## src/logic/cpu_pkg.sv

```systemverilog
`default_nettype none

package cpu_pkg;

   typedef logic [31:0] word_t;
   typedef logic [4:0]  reg_idx_t;
   typedef logic [4:0]  opcode_t;
   typedef logic [4:0]  alu_op_t;

   // Instruction types, bits 31:27
   localparam opcode_t OP_NOP      = 5'd0;
   localparam opcode_t OP_LOAD_IMM = 5'd1;
   localparam opcode_t OP_LOAD_MEM = 5'd2;
   localparam opcode_t OP_STORE    = 5'd3;
   localparam opcode_t OP_ALU      = 5'd4;
   localparam opcode_t OP_JUMP     = 5'd5;
   localparam opcode_t OP_HALT     = 5'd6;

   localparam alu_op_t ALU_ADD = 5'd0;
   localparam alu_op_t ALU_SUB = 5'd1;
   localparam alu_op_t ALU_AND = 5'd2;
   localparam alu_op_t ALU_OR  = 5'd3;
   localparam alu_op_t ALU_XOR = 5'd4;
   localparam alu_op_t ALU_SHL = 5'd5;
   localparam alu_op_t ALU_SHR = 5'd6;
   localparam alu_op_t ALU_SLT = 5'd7;

   // Bubble in the pipeline
   localparam word_t NOP_WORD = {OP_NOP, 27'b0};

   typedef enum logic [1:0] {LOADING, RUNNING, HALTING, HALTED} fetch_state_e;

   function automatic opcode_t get_opcode(word_t instr);
      return instr[31:27];
   endfunction

   function automatic reg_idx_t get_rd(word_t instr);
      return instr[26:22];
   endfunction

   function automatic reg_idx_t get_ra(word_t instr);
      return instr[21:17];
   endfunction

   function automatic reg_idx_t get_rb(word_t instr);
      return instr[16:12];
   endfunction

   function automatic word_t get_imm(word_t instr);
      return {16'b0, instr[15:0]};
   endfunction

   function automatic alu_op_t get_alu_op(word_t instr);
      return instr[4:0];
   endfunction

   function automatic logic writes_reg(word_t instr);
      return get_opcode(instr) inside {OP_LOAD_IMM, OP_LOAD_MEM, OP_ALU};
   endfunction

   function automatic logic reads_ra(word_t instr);
      return get_opcode(instr) inside {OP_LOAD_MEM, OP_STORE, OP_ALU, OP_JUMP};
   endfunction

   function automatic logic reads_rb(word_t instr);
      return get_opcode(instr) inside {OP_STORE, OP_ALU, OP_JUMP};
   endfunction

endpackage

`default_nettype wire

```

## src/logic/stall_detector.sv

```systemverilog
`timescale 1ns/1ps
`default_nettype none

module stall_detector import cpu_pkg::*; (
   input  wire word_t issue_instr,
   input  wire word_t decode_instr,
   input  wire word_t execute_instr,
   input  wire word_t memory_instr,
   output logic       stall
);

   // RAW check of one consumer against one in-flight producer
   function automatic logic depends_on(word_t consumer, word_t producer);
      reg_idx_t dest;
      logic     hit_a;
      logic     hit_b;
      dest  = get_rd(producer);
      hit_a = reads_ra(consumer) && (get_ra(consumer) == dest);
      hit_b = reads_rb(consumer) && (get_rb(consumer) == dest);
      return writes_reg(producer) && (hit_a || hit_b);
   endfunction

   logic hit_decode;
   logic hit_execute;
   logic hit_memory;

   assign hit_decode  = depends_on(issue_instr, decode_instr);
   assign hit_execute = depends_on(issue_instr, execute_instr);
   assign hit_memory  = depends_on(issue_instr, memory_instr);

   assign stall = hit_decode || hit_execute || hit_memory;

endmodule

`default_nettype wire

```

## config.mk

```make
export PLATFORM = sky130hd
export DESIGN_NAME = stall_detector
export DESIGN_NICKNAME = d
export VERILOG_FILES = /design/src/logic/cpu_pkg.sv /design/src/logic/stall_detector.sv
export SDC_FILE = /design/constraint.sdc
export NUM_CORES = 1
export LEC_CHECK = 0
export ABC_AREA = 1
export BUFFER_PORTS_ARGS = -buffer_cell sky130_fd_sc_hd__buf_2
export CELL_PAD_IN_SITES_DETAIL_PLACEMENT = 0
export CELL_PAD_IN_SITES_GLOBAL_PLACEMENT = 1
export CORE_MARGIN = 1.5
export CORE_UTILIZATION = 12
export DETAILED_ROUTE_END_ITERATION = 12
export PLACE_DENSITY_LB_ADDON = 0.1
export REMOVE_ABC_BUFFERS = 1
export SLEW_MARGIN = 20
export SYNTH_ARGS = -nofsm -noshare
export SYNTH_HDL_FRONTEND = slang
export SYNTH_SLANG_ARGS = --single-unit
```

## constraint.sdc

```tcl
create_clock -name vclk -period 1.2
set_input_delay 0.24 -clock vclk [all_inputs]
set_output_delay 0.24 -clock vclk [all_outputs]
set_load 0.005 [all_outputs]
```

==> impl_metrics.tcl <==
set metrics [dict create \
    seq_cells 0 \
    grtUsageTotal 0.0789 \
    synth_area_leaders "nand2_1 (36%), xor2_1 (14%), nor2_1 (13%)" \
    min_from "execute_instr[30]" \
    wl_met1_um 1090 \
    area_delta_synth_final_pct 91.1 \
    antenna_found_initial 0 \
    final_nets 315 \
    p_leak_nw 0.664 \
    route.detailed.drc 0 \
    path_depth 9 \
    path_max_fanout 3 \
    routedWlPerCell_um 9.46 \
    yosysWarnings 0 \
    first_global_vias 837 \
    crit_arrival_ns 1.05 \
    worst-slew-pin-transition_ns 0.253 \
    setup_viol 1 \
    placed_cells 257 \
    yosysTopAreaCell "nand2_1" \
    worst-path-buf-inv 2 \
    met2_length_um 1160 \
    max_freq_mhz 777 \
    cp-start-kind "input port" \
    violations "setup timing" \
    die_area_um2 5700 \
    setup_ws_ns -0.0875 \
    io_pins 129 \
    drive_gt1_frac 0.465 \
    netlist_area_um2 631 \
    path_cells "buf_6 -> xnor2_2 -> nand2_1 -> nor2_1 -> nand2_1 -> nand2_1 -> nand2_1 -> nand3_2 -> buf_2" \
    slew_headroom 0.831 \
    drt_iter0_drc 8 \
    die_h_um 75.5 \
    io_buffers 46 \
    ys_seq_area_frac 0 \
    grt_max_degree 7 \
    crit_path_frequent_cell "nand2_1" \
    slowest_delay_ns 0.14 \
    num-clock-buffers 0 \
    whs_path_depth 7 \
    grt_setup_unrepaired "yes" \
    avgSynthCellArea_um2 4.54 \
    mostFrequentLayoutCells "nand2_1 (54), buf_2 (27), nor2_1 (16), buf_6 (14), inv_1 (11)" \
    start_util 0.124 \
    cts-hold-fix-buffers 0 \
    slew_viol_final 0 \
    antennaDiodeCount 0 \
    pre_cts_ws_ns -0.213 \
    vdd_drop_max_mv 0.0978 \
    final-seq-area_um2 0 \
    grt_overflow 0 \
    crit_start "issue_instr[21]" \
    postCtsSetupRepairBufs 0 \
    hold_violations 0 \
    yosysTopAreaCellShare 0.363 \
    gp_congestion 0.731 \
    drt_pass1_iterations 4 \
    syn_inst 139 \
    post-route-min-period_ns 1.29 \
    rows 26 \
    ys_types 15 \
    p_per_area_nw_per_um2 316 \
    path_class "input port to output pin" \
    critPathTopFamily "simple AND/OR/NAND/NOR gates" \
    layoutNonFillerInstCount 255 \
    ant_nets 0 \
    vias 931 \
    wl_met3_um 162 \
    status "finished, violations left" \
    critical_path.endpoint_type "output pin" \
    hpwl_um 2110 \
    core_um2 5070 \
    routed_wl_um 2410 \
    min_path_type "input port to output pin" \
    die_w_um 75.5 \
    final_common_cell "nand2_1" \
    via_per_inst 3.65 \
    top_layer_used "met3" \
    maxCapViolCount 0 \
    grt_pass1_wl_um 3490 \
    cp_slowest_cell "xnor2_2" \
    fin_crit_sh 1.07 \
    worstPathRequired_ns 0.96 \
]
per-stage QoR:
stage / power, mW / hold slack [ns] / area (um^2) / TNS [ns] / utilization
floorplan: 0.141 / 0.694 / 631 / 0 / -
global placement: 0.290 / 0.935 / 963 / -0.193 / 0.190
detailed placement: 0.290 / 0.931 / 963 / -0.213 / 0.190
CTS: 0.360 / 0.928 / 1140 / -0.0983 / 0.225
global route: 0.427 / 0.977 / 1200 / -0.178 / 0.237
finish: 0.381 / 0.929 / 1200 / -0.0875 / 0.237
where the power goes:
group	leakage (nW)	internal (mW)	switching [mW]
registers	0	0	0
clock network	0	0	0
logic	0.664	0.191	0.190
total	0.664	0.191	0.190
kinds of logic after synthesis:
logic type / after synthesis / synth area share
AOI/OAI and AO/OA: 6 / 0.0496
xor gates and xnor gates: 16 / 0.222
buffers and inverters: 26 / 0.155
and+or+nand+nor: 91 / 0.573
tightest hold or removal path, delay by kind of cell:
kind	cells	cell delay [ns]
and+or+nand+nor	5	0.25
buffers and inverters	2	0.20
what timing repair did:
action | 4_1_cts | 5_1_grt
pin swaps | 25 | 16
gates cloned | 0 | 0
endpoints found under the setup margin | 1 | 1
resized for setup | 56 | 21
layout make-up:
| type | instances | area, um^2 |
|---|---|---|
| tap | 70 | 87.6 |
| inverter | 26 | 111 |
| fill | 598 | 3870 |
| multi-input combinational | 113 | 661 |
| timing repair buffer | 46 | 345 |
final timing paths:
path                    end
worst max-delay path  stall
worst min-delay path  stall
Yosys cell counts:
cell	instances
a21oi_1	1
nand3_2	1
nor3_1	4
inv_1	20
nor2_1	22
xor2_1	10
clkinv_1	2
nand2_1	61
nor3_2	1
o21ai_1	1
xnor2_1	6
o21ai_0	3
nand3_1	2
o22ai_1	1
inv_2	4
layer usage:
metal | track usage | vias up
li1 | - | 506
met1 | 0.101 | 385
met2 | 0.156 | 40
met3 | 0.00132 | 0
met4 | 0 | 0
met5 | 0 | -
No activity file was read; power rests on OpenSTA's default activity.
