--- src/logic/cpu_pkg.sv ---
`default_nettype none

package cpu_pkg;

   typedef logic [31:0] word_t;
   typedef logic [4:0]  reg_idx_t;
   typedef logic [4:0]  opcode_t;
   typedef logic [4:0]  alu_op_t;

   // Instruction types, bits 31:27
   localparam opcode_t OP_NOP      = 5'd0;
   localparam opcode_t OP_LOAD_IMM = 5'd1;
   localparam opcode_t OP_LOAD_MEM = 5'd2;
   localparam opcode_t OP_STORE    = 5'd3;
   localparam opcode_t OP_ALU      = 5'd4;
   localparam opcode_t OP_JUMP     = 5'd5;
   localparam opcode_t OP_HALT     = 5'd6;

   localparam alu_op_t ALU_ADD = 5'd0;
   localparam alu_op_t ALU_SUB = 5'd1;
   localparam alu_op_t ALU_AND = 5'd2;
   localparam alu_op_t ALU_OR  = 5'd3;
   localparam alu_op_t ALU_XOR = 5'd4;
   localparam alu_op_t ALU_SHL = 5'd5;
   localparam alu_op_t ALU_SHR = 5'd6;
   localparam alu_op_t ALU_SLT = 5'd7;

   // Bubble in the pipeline
   localparam word_t NOP_WORD = {OP_NOP, 27'b0};

   typedef enum logic [1:0] {LOADING, RUNNING, HALTING, HALTED} fetch_state_e;

   function automatic opcode_t get_opcode(word_t instr);
      return instr[31:27];
   endfunction

   function automatic reg_idx_t get_rd(word_t instr);
      return instr[26:22];
   endfunction

   function automatic reg_idx_t get_ra(word_t instr);
      return instr[21:17];
   endfunction

   function automatic reg_idx_t get_rb(word_t instr);
      return instr[16:12];
   endfunction

   function automatic word_t get_imm(word_t instr);
      return {16'b0, instr[15:0]};
   endfunction

   function automatic alu_op_t get_alu_op(word_t instr);
      return instr[4:0];
   endfunction

   function automatic logic writes_reg(word_t instr);
      return get_opcode(instr) inside {OP_LOAD_IMM, OP_LOAD_MEM, OP_ALU};
   endfunction

   function automatic logic reads_ra(word_t instr);
      return get_opcode(instr) inside {OP_LOAD_MEM, OP_STORE, OP_ALU, OP_JUMP};
   endfunction

   function automatic logic reads_rb(word_t instr);
      return get_opcode(instr) inside {OP_STORE, OP_ALU, OP_JUMP};
   endfunction

endpackage

`default_nettype wire

--- src/logic/stage_fetch.sv ---
`timescale 1ns/1ps
`default_nettype none

module stage_fetch import cpu_pkg::*; #(
   parameter int MEM_DEPTH = 256
) (
   input  wire        clk,
   input  wire        rst,
   input  wire        run,
   input  wire word_t fetch_data,
   input  wire        stall,
   input  wire        jump_taken,
   input  wire word_t jump_target,
   input  wire        halt_done,
   output word_t      fetch_addr,
   output word_t      issue_instr,
   output logic       prog_ready
);

   fetch_state_e state;
   word_t        pc;
   word_t        pc_next;

   assign pc_next    = (pc == word_t'(MEM_DEPTH - 1)) ? '0 : pc + 1'b1;
   assign fetch_addr = pc;
   assign prog_ready = (state == LOADING);

   always_ff @(posedge clk or negedge rst) begin
      if (!rst) begin
         state       <= LOADING;
         pc          <= '0;
         issue_instr <= NOP_WORD;
      end else begin
         case (state)
            LOADING: begin
               if (run) begin
                  state <= RUNNING;
                  pc    <= '0;
               end
            end
            RUNNING: begin
               // Stall holds both PC and issue register
               if (!stall) begin
                  if (jump_taken) begin
                     // Squash the word fetched behind the jump
                     pc          <= jump_target % word_t'(MEM_DEPTH);
                     issue_instr <= NOP_WORD;
                  end else if (get_opcode(issue_instr) == OP_HALT) begin
                     state       <= HALTING;
                     issue_instr <= NOP_WORD;
                  end else begin
                     pc          <= pc_next;
                     issue_instr <= fetch_data;
                  end
               end
            end
            HALTING: begin
               if (halt_done) begin
                  state <= HALTED;
               end
            end
            default: begin
               state <= HALTED;
            end
         endcase
      end
   end

endmodule

`default_nettype wire

--- config.mk ---
export PLATFORM = sky130hd
export DESIGN_NAME = stage_fetch
export DESIGN_NICKNAME = d
export VERILOG_FILES = /design/src/logic/cpu_pkg.sv /design/src/logic/stage_fetch.sv
export SDC_FILE = /design/constraint.sdc
export NUM_CORES = 1
export LEC_CHECK = 0
export BUFFER_PORTS_ARGS = -buffer_cell sky130_fd_sc_hd__buf_4
export CORE_ASPECT_RATIO = 0.7
export CORE_MARGIN = 8
export CORE_UTILIZATION = 35
export CTS_CLUSTER_DIAMETER = 40
export DETAILED_ROUTE_END_ITERATION = 6
export GPL_TIMING_DRIVEN = 0
export PLACE_DENSITY = 0.73
export SLEW_MARGIN = 5
export SYNTH_ARGS = -nofsm -noshare
export SYNTH_HDL_FRONTEND = slang
export SYNTH_SLANG_ARGS = --single-unit
--- constraint.sdc ---
create_clock -name clk -period 2.67 [get_ports clk]
set_input_delay 0.267 -clock clk [delete_from_list [all_inputs] [get_ports clk]]
set_output_delay 0.267 -clock clk [all_outputs]
set_load 0.03 [all_outputs]
==> impl_metrics.json <==
{
  "leakage_nw": 2.037,
  "tns_ps": 0,
  "worst_clock_skew_ps": 5.648,
  "crit_type": "register to register",
  "n_fill_cell": 802,
  "place_ws_ps": 297.1,
  "initial_utilization_pct": 35.24,
  "ys.flop_type": "dfrtp_1",
  "gr-total-overflow": 0,
  "crit_fanout": 10,
  "multi_input_area_um2": 1365,
  "clk_transition_reported_paths_ps": 50,
  "n_antenna_cell": 0,
  "netlist.area_leader.share_pct": 52.72,
  "gp_congestion": 0.8768,
  "grt_pass1_vias": 3058,
  "io_buffers": 109,
  "nets": 492,
  "fp-row-count": 29,
  "antenna_found_initial": 0,
  "wl_um": 9717,
  "tightestPinTransition_ps": 850.5,
  "hold_slack_ps": 40.54,
  "drv_cap": 0,
  "cts_post_setup_buffers_inserted": 0,
  "die_h_um": 95.16,
  "cp.arrival_ps": 2600,
  "final.setup.worst_slack_ps": 271.3,
  "ys_ff_latch": 66,
  "wl_per_cell_um": 17.67,
  "min_period_ps": 2399,
  "holdBufCountCts": 0,
  "p_total_w": 0.004118,
  "syn_inst": 301,
  "synth_nets": 372,
  "clkPwrFrac_pct": 31.9,
  "synthDistinctLibCells": 46,
  "synthTopCellsByCount": "dfrtp_1 (66), a22o_1 (32), a21oi_1 (21)",
  "synth_area_leaders": "dfrtp_1 (53%), a22o_1 (8.9%), a21oi_1 (3.4%)",
  "vias": 2970,
  "grt_max_degree": 67,
  "outcome": "finished, final reports clean",
  "startpoint": "fetch_addr[28]",
  "avgViaCountPerCell": 5.400,
  "syn2layout_area_growth_pct": 41.89,
  "avgSynthCellArea_um2": 10.41,
  "crit_required_ps": 2870,
  "die_width_um": 129.1,
  "die_area_um2": 12280,
  "fin_crit_sh_pct": 89.84,
  "dp_hpwl_um": 7232,
  "post-synth-top-count-cell": "dfrtp_1",
  "root_buffer": "clkbuf_16",
  "reg2reg_from": "fetch_addr[28]",
  "cts_tree": "yes",
  "grt_pass1_wl_um": 15680,
  "fmax_mhz": 416.9,
  "grt_usage_pct": 16.05,
  "antenna_left": 0,
  "finalHoldViolations": 0,
  "rsz0062_at_grt": "false",
  "hp-class": "input port to asynchronous set/reset pin",
  "coreArea_um2": 8890,
  "ctsResizeCount": 0,
  "first_pass_iters": 4,
  "cts.sinks": 66,
  "yosysTopAreaCell": "dfrtp_1",
  "yosysSeqAreaShare_pct": 52.72,
  "end_kind": "register",
  "synthesis.area_um2": 3133,
  "yosysWarnings": 0,
  "async_flop_share_pct": 100.0,
  "final_cell_area_um2": 4446,
  "ff_latch_area_um2": 1652,
  "synth_edf_count": 0,
  "p_sw_w": 0.001465,
  "powerDensity_nw_per_um2": 926.3,
  "drive_above_1_share_pct": 31.92,
  "seqPwrFrac_pct": 34.1,
  "drt-initial-drc-count": 264,
  "ir_worst_vdd_uv": 402.8,
  "drc": 0,
  "internal-power_w": 0.002653,
  "finalSetupViolCount": 0,
  "clock_latency_ps": 330,
  "ioPinCount": 135,
  "max_slew_margin_pct": 43.30,
  "cts_buffers": 9,
  "pwr-share-comb_pct": 33.9,
  "worstSetupStartpointType": "register",
  "cts_buffer_depth": 2,
  "netSwitchingFraction_pct": 35.57,
  "cts_htree_levels": 3,
  "place_area_um2": 4106,
  "maxSlewViolCount": 0
}
## final timing paths
path	slack (ps)	cells after the start	to
min reg2reg	500	1	issue_instr[7]
max in group asynchronous	2070	1	fetch_addr[1]
max	270	7	fetch_addr[30]
max reg2reg	270	7	fetch_addr[30]
min in group clk	150	2	state[1]
min	40	1	fetch_addr[17]
## power groups by stage
stage	registers, W	logic (W)	clock network [W]
after floorplan	0.00180	0.000444	0
after global placement	0.00141	0.00140	0
after detailed placement	0.00142	0.00141	0
after CTS	0.00140	0.00141	0.00134
after global routing	0.00144	0.00150	0.00138
final	0.00141	0.00140	0.00131
## layout by cell type (no fill, tap or decap), types with 9 or more instances in the layout
master | Yosys | layout
dfrtp_1 | 66 | 66
buf_4 | 0 | 109
a22o_1 | 32 | 32
o21ai_0 | 10 | 10
a21oi_1 | 21 | 21
or3_1 | 9 | 9
nor4_1 | 11 | 11
nand2_1 | 19 | 19
clkbuf_16 | 0 | 9
nor2_1 | 12 | 12
nand3_1 | 17 | 17
clkbuf_1 | 9 | 9
## critical path, stage by stage, from the launching register on
cell and delay, ps:
dfrtp_1 450, nor4_1 420, nand4_1 170, or4_1 520
buf_2 190, a21oi_4 260, buf_6 190, a21oi_1 60
## state kept, by name (all words and copies together) (netlist names)
signal,count
state,2
issue_instr,32
fetch_addr,32
## metrics by stage
step	util, %	cells
after global routing	50.01	550
final	50.01	550
after detailed placement	46.19	534
after global placement	46.19	534
after CTS	50.01	550
after floorplan	-	301
## logic make-up after synthesis
group	Yosys count	share of synthesized area (%)
AND/OR/NAND/NOR	111	19.85
adder cells (fa/ha/maj)	1	0.3993
buffers and inverters	25	3.714
XOR/XNOR	8	2.237
AO/OA/AOI/OAI	90	21.09
flip-flops	66	52.72
## cell type report
| class | count | area share (%) |
|---|---|---|
| Clock inverter | 4 | 1.632 |
| Buffer | 18 | 2.026 |
| Inverter | 7 | 0.5911 |
| Multi-Input combinational cell | 210 | 30.71 |
| Clock buffer | 12 | 5.995 |
| Tap cell | 124 | 3.490 |
| Timing Repair Buffer | 109 | 18.41 |
| Sequential cell | 66 | 37.15 |
## metal layers
layer	track usage [%]	routed length, µm	up-vias
met2	25.18	4641	108
met4	6.621	193	0
met5	0	0	-
met1	20.93	4269	1454
li1	-	-	1394
met3	3.966	613	14
No activity file was read; power rests on OpenSTA's default activity.
