--- src/logic/cpu_pkg.sv ---
`default_nettype none

package cpu_pkg;

   typedef logic [31:0] word_t;
   typedef logic [4:0]  reg_idx_t;
   typedef logic [4:0]  opcode_t;
   typedef logic [4:0]  alu_op_t;

   // Instruction types, bits 31:27
   localparam opcode_t OP_NOP      = 5'd0;
   localparam opcode_t OP_LOAD_IMM = 5'd1;
   localparam opcode_t OP_LOAD_MEM = 5'd2;
   localparam opcode_t OP_STORE    = 5'd3;
   localparam opcode_t OP_ALU      = 5'd4;
   localparam opcode_t OP_JUMP     = 5'd5;
   localparam opcode_t OP_HALT     = 5'd6;

   localparam alu_op_t ALU_ADD = 5'd0;
   localparam alu_op_t ALU_SUB = 5'd1;
   localparam alu_op_t ALU_AND = 5'd2;
   localparam alu_op_t ALU_OR  = 5'd3;
   localparam alu_op_t ALU_XOR = 5'd4;
   localparam alu_op_t ALU_SHL = 5'd5;
   localparam alu_op_t ALU_SHR = 5'd6;
   localparam alu_op_t ALU_SLT = 5'd7;

   // Bubble in the pipeline
   localparam word_t NOP_WORD = {OP_NOP, 27'b0};

   typedef enum logic [1:0] {LOADING, RUNNING, HALTING, HALTED} fetch_state_e;

   function automatic opcode_t get_opcode(word_t instr);
      return instr[31:27];
   endfunction

   function automatic reg_idx_t get_rd(word_t instr);
      return instr[26:22];
   endfunction

   function automatic reg_idx_t get_ra(word_t instr);
      return instr[21:17];
   endfunction

   function automatic reg_idx_t get_rb(word_t instr);
      return instr[16:12];
   endfunction

   function automatic word_t get_imm(word_t instr);
      return {16'b0, instr[15:0]};
   endfunction

   function automatic alu_op_t get_alu_op(word_t instr);
      return instr[4:0];
   endfunction

   function automatic logic writes_reg(word_t instr);
      return get_opcode(instr) inside {OP_LOAD_IMM, OP_LOAD_MEM, OP_ALU};
   endfunction

   function automatic logic reads_ra(word_t instr);
      return get_opcode(instr) inside {OP_LOAD_MEM, OP_STORE, OP_ALU, OP_JUMP};
   endfunction

   function automatic logic reads_rb(word_t instr);
      return get_opcode(instr) inside {OP_STORE, OP_ALU, OP_JUMP};
   endfunction

endpackage

`default_nettype wire

--- src/logic/pipe_stage_if.sv ---
`timescale 1ns/1ps
`default_nettype none

interface pipe_stage_if import cpu_pkg::*; ();

   // One instruction with its operands, NOP acts as a bubble
   word_t instr;
   word_t a_value;
   word_t b_value;
   word_t result;

   modport producer (
      output instr,
      output a_value,
      output b_value,
      output result
   );

   modport consumer (
      input instr,
      input a_value,
      input b_value,
      input result
   );

endinterface

`default_nettype wire

--- src/logic/stage_decode.sv ---
`timescale 1ns/1ps
`default_nettype none

module stage_decode import cpu_pkg::*; (
   input  wire            clk,
   input  wire            rst,
   input  wire word_t     issue_instr,
   input  wire            stall,
   input  wire word_t     reg_data_0,
   input  wire word_t     reg_data_1,
   output reg_idx_t       read_reg_0,
   output reg_idx_t       read_reg_1,
   output logic           jump_taken,
   output word_t          jump_target,
   pipe_stage_if.producer dec_out
);

   logic is_jump;

   // ra on port 0, rb on port 1 for every type
   assign read_reg_0 = get_ra(issue_instr);
   assign read_reg_1 = get_rb(issue_instr);

   // Jump resolves here from the register values
   assign is_jump     = (get_opcode(issue_instr) == OP_JUMP);
   assign jump_taken  = is_jump && !stall && (reg_data_0 != '0);
   assign jump_target = reg_data_1;

   always_ff @(posedge clk or negedge rst) begin
      if (!rst) begin
         dec_out.instr <= NOP_WORD;
      end else begin
         dec_out.instr <= stall ? NOP_WORD : issue_instr;
      end
   end

   // Unused operands go down as zero
   always_ff @(posedge clk) begin
      dec_out.a_value <= reads_ra(issue_instr) ? reg_data_0 : '0;
      dec_out.b_value <= reads_rb(issue_instr) ? reg_data_1 : '0;
   end

   assign dec_out.result = '0;

endmodule

`default_nettype wire

--- src/flat_wrapper.sv ---
// flat-port wrapper written by rule: the top's interface ports become plain ports
module stage_decode_flat import cpu_pkg::*;
  (clk, rst, issue_instr, stall, reg_data_0, reg_data_1, read_reg_0, read_reg_1, jump_taken, jump_target, dec_out_instr, dec_out_a_value, dec_out_b_value, dec_out_result);
  pipe_stage_if dec_out_i ();
  input  wire clk;
  input  wire rst;
  input  wire word_t issue_instr;
  input  wire stall;
  input  wire word_t reg_data_0;
  input  wire word_t reg_data_1;
  output reg_idx_t read_reg_0;
  output reg_idx_t read_reg_1;
  output logic jump_taken;
  output word_t jump_target;
  output wire logic [$bits(dec_out_i.instr)-1:0] dec_out_instr;
  output wire logic [$bits(dec_out_i.a_value)-1:0] dec_out_a_value;
  output wire logic [$bits(dec_out_i.b_value)-1:0] dec_out_b_value;
  output wire logic [$bits(dec_out_i.result)-1:0] dec_out_result;
  assign dec_out_instr = dec_out_i.instr;
  assign dec_out_a_value = dec_out_i.a_value;
  assign dec_out_b_value = dec_out_i.b_value;
  assign dec_out_result = dec_out_i.result;
  stage_decode u_core (.clk(clk), .rst(rst), .issue_instr(issue_instr), .stall(stall), .reg_data_0(reg_data_0), .reg_data_1(reg_data_1), .read_reg_0(read_reg_0), .read_reg_1(read_reg_1), .jump_taken(jump_taken), .jump_target(jump_target), .dec_out(dec_out_i));
endmodule
--- config.mk ---
export PLATFORM = sky130hd
export DESIGN_NAME = stage_decode_flat
export DESIGN_NICKNAME = d
export VERILOG_FILES = /design/src/logic/cpu_pkg.sv /design/src/logic/pipe_stage_if.sv /design/src/logic/stage_decode.sv /design/src/flat_wrapper.sv
export SDC_FILE = /design/constraint.sdc
export NUM_CORES = 1
export LEC_CHECK = 0
export ABC_CLOCK_PERIOD_IN_PS = 800
export BUFFER_PORTS_ARGS = -buffer_cell sky130_fd_sc_hd__buf_2
export CELL_PAD_IN_SITES_DETAIL_PLACEMENT = 1
export CELL_PAD_IN_SITES_GLOBAL_PLACEMENT = 2
export CORE_MARGIN = 2
export CORE_UTILIZATION = 21
export DETAILED_ROUTE_END_ITERATION = 12
export HOLD_SLACK_MARGIN = 0.1
export PLACE_DENSITY = 0.76
export SYNTH_ARGS = -nofsm -noshare
export SYNTH_HDL_FRONTEND = slang
export SYNTH_SLANG_ARGS = --single-unit
--- constraint.sdc ---
create_clock -name clk -period 0.8 [get_ports clk]
set_input_delay 0.08 -clock clk [delete_from_list [all_inputs] [get_ports clk]]
set_output_delay 0.08 -clock clk [all_outputs]
set_load 0.005 [all_outputs]
==> impl_metrics.ini <==
[run_status]
status = finished with violations
violations = negative setup slack

[global_route]
grt_overflow_total = 0
grtUsageMet1_pct = 13.4
met2_usage_pct = 24.8
antenna_found_initial = 0
grt_pass1_vias = 3335
grt_pass1_wl_um = 18000
grt_max_degree = 33
gr-usage-met3_pct = 4.24
top_usage_layer = met2
track_usage_pct = 13.3

[hold_path]
min_from = stall
hp-class = primary input to flop

[final_layout]
antenna_cells = 0
fin_nets = 699
final_util_pct = 38.9
final_cell_mix = buf_2 (209), dlygate4sd3_1 (95), and2_1 (50)
drive_gt1_share_pct = 53.4
syn2layout_area_growth_pct = 80.9
final_common_cell = buf_2

[sta]
timing.final.crit_share_pct = 142
final-hold-violation-count = 0
setup_viol = 103
min_period_ns = 1.14
timing.hold.ws_ns = 0.0431
fmax_ghz = 0.880
slew_viol_final = 0
setup_ws_ns = -0.337
rsz0062_at_grt = true

[power_and_ir_drop]
p_leak_nw = 3.10
powerDensity_nw_per_um2 = 1730
p_total_mw = 10.7
irDropWorstVdd_mv = 0.908

[clocking]
clock_path_buffers = 2
hold_buffers = 95
path_clk_slew_ns = 0.07
h-tree-depth = 3
cts_root_buffer = clkbuf_16
cts.sinks = 96
cts_tree = yes
cts_buffers = 9

[critical_path]
crit_top_cell = buf_2
slowest_delay_ns = 0.29
cp.required_ns = 0.72
cpMaxStageDelayCell = nor4_4
path_cells = buf_2 > nor4_4 > nand4_1 > o211a_1 > buf_2
critPathKind = primary input to output pin
crit_path_start = reg_data_0[13]
crit_fanout = 2
start_kind = primary input
worstSetupEndpointType = output pin
cp.arrival_ns = 1.06

[logic_synthesis]
synth_cell_type_count = 18
syn_area_per_cell_um2 = 11.7
ys_ff_latch = 96
ys.warnings.count = 0
syn-cell-area_um2 = 3430
yosysSeqAreaShare_pct = 60.8
syn_inst = 293

[floorplanning]
io_pins = 270
fp.dieH_um = 132
die_width_um = 132
die-area_um2 = 17400
fp-row-count = 46
core_um2 = 15900
initial_core_util_pct = 21.5

[detailed_routing]
avgRoutedWirePerCell_um = 14.4
drt_iter0_drc = 64
routed_wl_um = 11800
drc = 0
ant_nets = 0
vias = 3056
dr.pass1.iters = 4
viasPerCell = 3.72

[place]
port_buffers = 237
gp_congestion = 0.714
dp_hpwl_um = 7900

[flow_run]
cap_violations = 0
-- registers in the layout (all words and copies together), names as in the netlist --
register / flops
u_core.dec_out.a_value: 32
u_core.dec_out.b_value: 32
u_core.dec_out.instr: 32
-- cell type report --
| cell class | count | area [µm²] |
|---|---|---|
| well taps | 216 | 270 |
| clock buffers | 9 | 225 |
| multi-input cells | 145 | 990 |
| fillers | 1833 | 9750 |
| flip-flops and latches | 96 | 2120 |
| repair buffers | 348 | 2530 |
| clock inverters | 7 | 62.6 |
-- Yosys cell counts --
library cell	instances	area, µm²
nor3_2	1	10.0
nor4b_1	1	8.76
xnor2_1	1	8.76
clkbuf_2	6	30.0
dfxtp_1	64	1280
clkbuf_1	3	11.3
dfrtp_1	32	801
a211oi_2	1	12.5
nor4_1	8	50.1
nand3b_1	1	7.51
and2_2	13	97.6
o211a_1	1	10.0
nor2b_1	32	200
buf_4	74	556
nand2b_1	1	6.26
conb_1	1	3.75
and2_1	51	319
nand4_1	2	12.5
-- critical path: cells and delay by family --
kind | cells | cell delay (ns)
compound gates | 1 | 0.25
simple gates | 2 | 0.47
buf+inv | 2 | 0.25
-- metal layers --
layer	share of wire [%]	vias up
met2	53	162
met3	6.8	27
met5	0	-
li1	-	1419
met4	3.6	0
met1	37	1448
-- path summary, 6_finish.rpt --
path,depth (start not counted),slack [ns],end
hold / removal,3,0.04,u_core.dec_out.instr[29]
min in group asynchronous,3,0.22,u_core.dec_out.instr[18]
setup / recovery,5,-0.34,jump_taken
max in group asynchronous,3,0.41,u_core.dec_out.instr[3]
-- report_power, final --
group / switching [mW] / internal [mW] / total [mW] / leakage, nW
sequential: 0.0499 / 4.98 / 5.03 / 0.946
clock: 1.98 / 2.17 / 4.15 / 0.139
combinational: 0.603 / 0.918 / 1.52 / 2.01
total: 2.64 / 8.07 / 10.7 / 3.10
-- stage by stage --
step	instances	worst slack (ns)	cell area (µm²)	setup TNS, ns
global placement	707	-0.620	4570	-17.63
global route	821	-0.363	6200	-11.59
detailed placement	707	-0.489	4570	-17.88
CTS	817	-0.315	5990	-8.61
finish	821	-0.337	6200	-6.95
floorplan	324	-0.0797	3550	-1.98
-- timing repair --
action | in CTS | in global routing
buffers inserted | 1 | 2
gates resized for setup | 39 | 44
cloned | 0 | 2
setup endpoints to repair | 97 | 98
endpoints found under the hold margin | 127 | 1
pin swaps | 8 | 6
-- cells by family (layout without fill, tap and decap cells) --
logic type | count (synthesis) | after routing | share of synthesized area, %
and+or+nand+nor | 110 | 110 | 20.8
DFF | 96 | 96 | 60.8
buffers and inverters | 83 | 364 | 17.4
AOI/OAI and AO/OA | 2 | 2 | 0.657
other | 1 | 32 | 0.109
xor gates and xnor gates | 1 | 1 | 0.256
No activity file was read; power rests on OpenSTA's default activity.
