==> config.mk <==
export PLATFORM = sky130hd
export DESIGN_NAME = register_file
export DESIGN_NICKNAME = d
export VERILOG_FILES = /design/src/logic/cpu_pkg.sv /design/src/logic/register_file.sv
export SDC_FILE = /design/constraint.sdc
export NUM_CORES = 2
export LEC_CHECK = 0
export BUFFER_PORTS_ARGS = -buffer_cell sky130_fd_sc_hd__buf_2
export CORE_MARGIN = 3
export CORE_UTILIZATION = 58
export CTS_BUF_LIST = sky130_fd_sc_hd__clkbuf_8
export CTS_CLUSTER_DIAMETER = 120
export CTS_CLUSTER_SIZE = 28
export DETAILED_ROUTE_END_ITERATION = 16
export PLACE_DENSITY = 0.87
export SLEW_MARGIN = 20
export SYNTH_ARGS = -nofsm -noshare
export SYNTH_HDL_FRONTEND = slang
export SYNTH_SLANG_ARGS = --single-unit
==> constraint.sdc <==
create_clock -name clk -period 4.12 [get_ports clk]
set_input_delay 0.824 -clock clk [delete_from_list [all_inputs] [get_ports clk]]
set_output_delay 0.824 -clock clk [all_outputs]
set_load 0.02 [all_outputs]
==> src/logic/cpu_pkg.sv <==
`default_nettype none

package cpu_pkg;

   typedef logic [31:0] word_t;
   typedef logic [4:0]  reg_idx_t;
   typedef logic [4:0]  opcode_t;
   typedef logic [4:0]  alu_op_t;

   // Instruction types, bits 31:27
   localparam opcode_t OP_NOP      = 5'd0;
   localparam opcode_t OP_LOAD_IMM = 5'd1;
   localparam opcode_t OP_LOAD_MEM = 5'd2;
   localparam opcode_t OP_STORE    = 5'd3;
   localparam opcode_t OP_ALU      = 5'd4;
   localparam opcode_t OP_JUMP     = 5'd5;
   localparam opcode_t OP_HALT     = 5'd6;

   localparam alu_op_t ALU_ADD = 5'd0;
   localparam alu_op_t ALU_SUB = 5'd1;
   localparam alu_op_t ALU_AND = 5'd2;
   localparam alu_op_t ALU_OR  = 5'd3;
   localparam alu_op_t ALU_XOR = 5'd4;
   localparam alu_op_t ALU_SHL = 5'd5;
   localparam alu_op_t ALU_SHR = 5'd6;
   localparam alu_op_t ALU_SLT = 5'd7;

   // Bubble in the pipeline
   localparam word_t NOP_WORD = {OP_NOP, 27'b0};

   typedef enum logic [1:0] {LOADING, RUNNING, HALTING, HALTED} fetch_state_e;

   function automatic opcode_t get_opcode(word_t instr);
      return instr[31:27];
   endfunction

   function automatic reg_idx_t get_rd(word_t instr);
      return instr[26:22];
   endfunction

   function automatic reg_idx_t get_ra(word_t instr);
      return instr[21:17];
   endfunction

   function automatic reg_idx_t get_rb(word_t instr);
      return instr[16:12];
   endfunction

   function automatic word_t get_imm(word_t instr);
      return {16'b0, instr[15:0]};
   endfunction

   function automatic alu_op_t get_alu_op(word_t instr);
      return instr[4:0];
   endfunction

   function automatic logic writes_reg(word_t instr);
      return get_opcode(instr) inside {OP_LOAD_IMM, OP_LOAD_MEM, OP_ALU};
   endfunction

   function automatic logic reads_ra(word_t instr);
      return get_opcode(instr) inside {OP_LOAD_MEM, OP_STORE, OP_ALU, OP_JUMP};
   endfunction

   function automatic logic reads_rb(word_t instr);
      return get_opcode(instr) inside {OP_STORE, OP_ALU, OP_JUMP};
   endfunction

endpackage

`default_nettype wire

==> src/logic/register_file.sv <==
`timescale 1ns/1ps
`default_nettype none

module register_file import cpu_pkg::*; (
   input  wire           clk,
   input  wire           rst,
   input  wire reg_idx_t read_reg_0,
   input  wire reg_idx_t read_reg_1,
   input  wire reg_idx_t write_reg,
   input  wire word_t    write_data,
   input  wire           write_en,
   output word_t         read_data_0,
   output word_t         read_data_1
);

   word_t regs [32];

   always_ff @(posedge clk or negedge rst) begin
      if (!rst) begin
         for (int i = 0; i < 32; i++) begin
            regs[i] <= '0;
         end
      end else if (write_en) begin
         regs[write_reg] <= write_data;
      end
   end

   // Write first, so a same-cycle read sees the new value
   assign read_data_0 = (write_en && write_reg == read_reg_0) ? write_data : regs[read_reg_0];
   assign read_data_1 = (write_en && write_reg == read_reg_1) ? write_data : regs[read_reg_1];

endmodule

`default_nettype wire

==> run summary <==
More flip-flops sit in one register than any other, and that register is regs. Using the TritonRoute via totals, the vias-per-cell ratio works out to 7.44. At the pin with the least slew margin, the transition time is 0.907 ns. The HPWL after detailed placement came out at 104000 um.

TritonCTS built the clock tree. The total area inside the core boundary comes to 92500 sq um. The critical path ends at read_data_1[24]. The total number of nets in the final design came out at 3764. Among all stages on the critical path, the largest delay is contributed by sky130_fd_sc_hd__or4_1. The largest voltage drop on the vdd net came out at 0.000318 V.

The clock tree skew after final layout came out at 0 ns. The number of enable-type register cells in the synthesized netlist is 0. The DRC violations left is 0.

The count of nets left with antenna violations once routing finished came out at 0. For this block, the initial DRC count from the detailed router was 4722. The critical path buffer and inverter count is 3. The signal on the critical path passes through buf_2 > buf_4 > nand3b_1 > o22ai_1 > or4_1 > o21ai_1 > buf_2. The area growth from synthesis to layout is 5.75%. The aggregate global-route resource usage came out at 0.336. The die boundary height came out at 313 um.

The final global-route overflow total is 0. The register with the most flip-flops in the layout has 1024 of them. In this run the clock root is driven by a sky130_fd_sc_hd__clkbuf_8. The number of global-route vias before repair is 37800.

Measured on the finished design, the core utilization comes to 0.624. Summing all multi-input logic gate instances after layout gives 27200 sq um. The cell count along the critical path is 7.

Across all register-to-register paths, the minimum setup slack is 3.28 ns. The mapped cell area is 54600 sq um. The die area is 97800 sq um.

The total number of yosys warnings came out at 0. The required time reported for the critical path endpoint is 3.30 ns. The routability congestion estimate from global placement came out at 0.889. The count of max-cap constraint violations is 0. The data arrival time of the critical path came out at 3.19 ns. The global-route wire length before repair is 247000 um. The async set-or-reset flop fraction in the synthesized netlist came out at 1.00.

On the critical path the largest part of the delay comes from simple AND/OR/NAND/NOR gates. For the finished layout, the period the worst path requires is 4.01 ns. The fraction of the yosys area taken by sequential cells came out at 0.470.

The worst-case clock buffer depth is 3. In this run the critical register-to-register path is captured at regs[141]. In the final routed layout, each cell accounts on average for 33.3 um. The placed cell count came out at 4912. The count of final hold-check violations is 0. The sequential cells in the finished layout cover a total of 25600 sq um.

The synthesized design contains 1024 register bits. The flow ran to the end, and the final reports show no timing, DRC or antenna violations. The clock slew seen by the registers of the worst setup and hold paths is 0.13 ns. The leakage power figure is 0.0251 uW.

The total wire length after detailed routing came out at 165000 um. The total power per unit cell area is 406 nW/um^2. The count of pins over their slew limit came out at 0.

The worst setup path is launched from an input port. The start point of the critical path is read_reg_1[4]. The total of fill cells in the finished design came out at 6663. Each instance of the synthesized netlist takes up on average 14.4 sq um. The largest net degree at the start of global routing is 138. Setup repair after global routing left no endpoint under its margin. The count of port buffers added during placement came out at 113. In this run the worst path has a maximum fanout of 11. The worst hold path belongs to the class register to register. Synthesis instantiated 41 different standard cells from the library. The gate count of the mapped netlist came out at 3777.

The count of non-filler cells in the finished layout is 4966. Measured against its own limit, the worst slew margin works out to 0.393. The number of nets produced by synthesis came out at 3827.

The launch instance of the worst register-to-register path is regs[141]. The count of cells along the worst hold path came out at 1. The period utilization came out at 0.974. For this run, the slowest stage of the critical path takes 0.53 ns. The most common cell type on the critical path is sky130_fd_sc_hd__buf_2.

The final number of setup-violating endpoints came out at 0. After floorplanning, the core was divided into 111 placement rows. The clock latency at the later pin of the worst-skew pair came out at 0.73 ns. In this run the number of H-tree levels came out at 2. The critical path is of the input port to primary output type. The chip width came out at 313 um. During I/O placement, the number of pins put on the boundary was 114. The initial cell density of the core is 0.590.

Among all flip-flop cells after synthesis, the most frequent one is sky130_fd_sc_hd__dfrtp_1. The number of optimization iterations in the first detailed-route pass came out at 7. The via total after detailed routing is 36900. The accumulated negative setup slack is 0 ns. The path depth of the worst reg2reg path came out at 1. The largest registers in the layout are regs x1024. The number of buffers created by CTS came out at 42. The overall power is 23400 uW.

The number of antenna violations at the first check in global routing came out at 13. The maximum clock frequency came out at 0.249 GHz. STA classifies the critical path endpoint as a primary output.

The share of cells above drive strength 1 is 0.483. The number of clock sinks came out at 1024.
==> placed cells by master (no fill, tap or decap), types with 2 or more instances in the layout <==
cell type                  count
sky130_fd_sc_hd__mux2_2     1024
sky130_fd_sc_hd__dfrtp_1    1024
sky130_fd_sc_hd__mux4_2      382
sky130_fd_sc_hd__mux2i_1     260
sky130_fd_sc_hd__o22ai_1     128
sky130_fd_sc_hd__a22oi_1     124
sky130_fd_sc_hd__buf_4       123
sky130_fd_sc_hd__buf_2       106
sky130_fd_sc_hd__nand2_1      70
sky130_fd_sc_hd__nor2_1       68
sky130_fd_sc_hd__o211ai_1     58
sky130_fd_sc_hd__or4_1        58
sky130_fd_sc_hd__o21ai_1      58
sky130_fd_sc_hd__buf_12       56
sky130_fd_sc_hd__clkbuf_8     43
sky130_fd_sc_hd__nand2_2      16
sky130_fd_sc_hd__nor2_4       16
sky130_fd_sc_hd__nand3b_1     13
sky130_fd_sc_hd__nor3_1       13
sky130_fd_sc_hd__diode_2       8
sky130_fd_sc_hd__xor2_1        8
sky130_fd_sc_hd__buf_8         7
sky130_fd_sc_hd__nand3_1       6
sky130_fd_sc_hd__nand2b_1      5
sky130_fd_sc_hd__or3b_2        5
sky130_fd_sc_hd__nor4_1        4
sky130_fd_sc_hd__nor4bb_4      4
sky130_fd_sc_hd__a22o_1        4
sky130_fd_sc_hd__nor3b_1       4
sky130_fd_sc_hd__xnor2_1       2
sky130_fd_sc_hd__and3_4        2
sky130_fd_sc_hd__nor4b_1       2
sky130_fd_sc_hd__and4b_2       2
sky130_fd_sc_hd__nor4b_2       2
sky130_fd_sc_hd__or3_2         2
sky130_fd_sc_hd__nand3_2       2
==> worst min-delay path by stage <==
stage	slack, ns	start	to
2_1_floorplan	0.49	regs[672]	regs[672]
3_3_place_gp	0.50	regs[846]	regs[846]
3_5_place_dp	0.51	regs[894]	regs[894]
4_1_cts	0.54	regs[894]	regs[894]
5_1_grt	0.56	regs[43]	regs[43]
6_report	0.54	regs[118]	regs[118]
==> per-layer routing <==
metal | GRT usage | up-vias | wire length (um)
met2 | 0.506 | 2648 | 74900
met5 | 0.00494 | - | 96
met1 | 0.439 | 19300 | 59500
met4 | 0.190 | 6 | 10900
met3 | 0.0973 | 674 | 19800
li1 | - | 14300 | -
==> per-stage QoR <==
| stage | hold WS [ns] | area, sq um | setup slack, ns |
|---|---|---|---|
| after CTS | 0.544 | 57700 | 0.143 |
| after global placement | 0.499 | 57000 | 0.200 |
| final | 0.540 | 57700 | 0.107 |
| after global routing | 0.557 | 57700 | 0.0274 |
| after detailed placement | 0.510 | 57000 | 0.158 |
| after floorplan | 0.491 | 54600 | 0.672 |
==> where the power goes <==
group | total, uW | switching, uW | leakage [uW] | internal [uW]
Sequential | 13500 | 1530 | 0.0131 | 12000
Combinational | 5900 | 2450 | 0.0117 | 3450
Clock | 3990 | 3020 | 0.000316 | 963
==> area by class of cell <==
type | instances | area share
Tap cell | 1243 | 0.0270
Sequential cell | 1024 | 0.444
Antenna cell | 8 | 0.000347
Multi-Input combinational cell | 2353 | 0.471
Clock inverter | 2 | 0.000412
Timing Repair Buffer | 293 | 0.0466
Clock buffer | 43 | 0.0103
==> Yosys cell counts, types with 84 or more instances <==
| cell type | instances | area [sq um] |
|---|---|---|
| sky130_fd_sc_hd__mux4_2 | 382 | 8600 |
| sky130_fd_sc_hd__o22ai_1 | 128 | 801 |
| sky130_fd_sc_hd__clkbuf_1 | 175 | 657 |
| sky130_fd_sc_hd__buf_2 | 106 | 531 |
| sky130_fd_sc_hd__nand2_1 | 86 | 323 |
| sky130_fd_sc_hd__a22oi_1 | 124 | 931 |
| sky130_fd_sc_hd__nor2_1 | 84 | 315 |
| sky130_fd_sc_hd__mux2_2 | 1024 | 11500 |
| sky130_fd_sc_hd__dfrtp_1 | 1024 | 25600 |
| sky130_fd_sc_hd__mux2i_1 | 260 | 2600 |
==> cell families (layout without fill, tap and decap cells) <==
group | Yosys count | after routing | synth area share
simple gates | 301 | 301 | 0.0289
compound gates | 376 | 376 | 0.0463
other cells | 0 | 8 | 0
mux | 1666 | 1666 | 0.417
flops | 1024 | 1024 | 0.470
buf+inv | 400 | 338 | 0.0368
xor+xnor | 10 | 10 | 0.00161
==> repair_timing <==
action | CTS | global route
hold endpoints to repair | 32 | 0
setup buffers | 0 | 0
hold buffers | 1 | 0
gates resized for setup | 0 | 1
endpoints found under the setup margin | 0 | 1
Note: power is estimated with default switching activity, not from simulation.
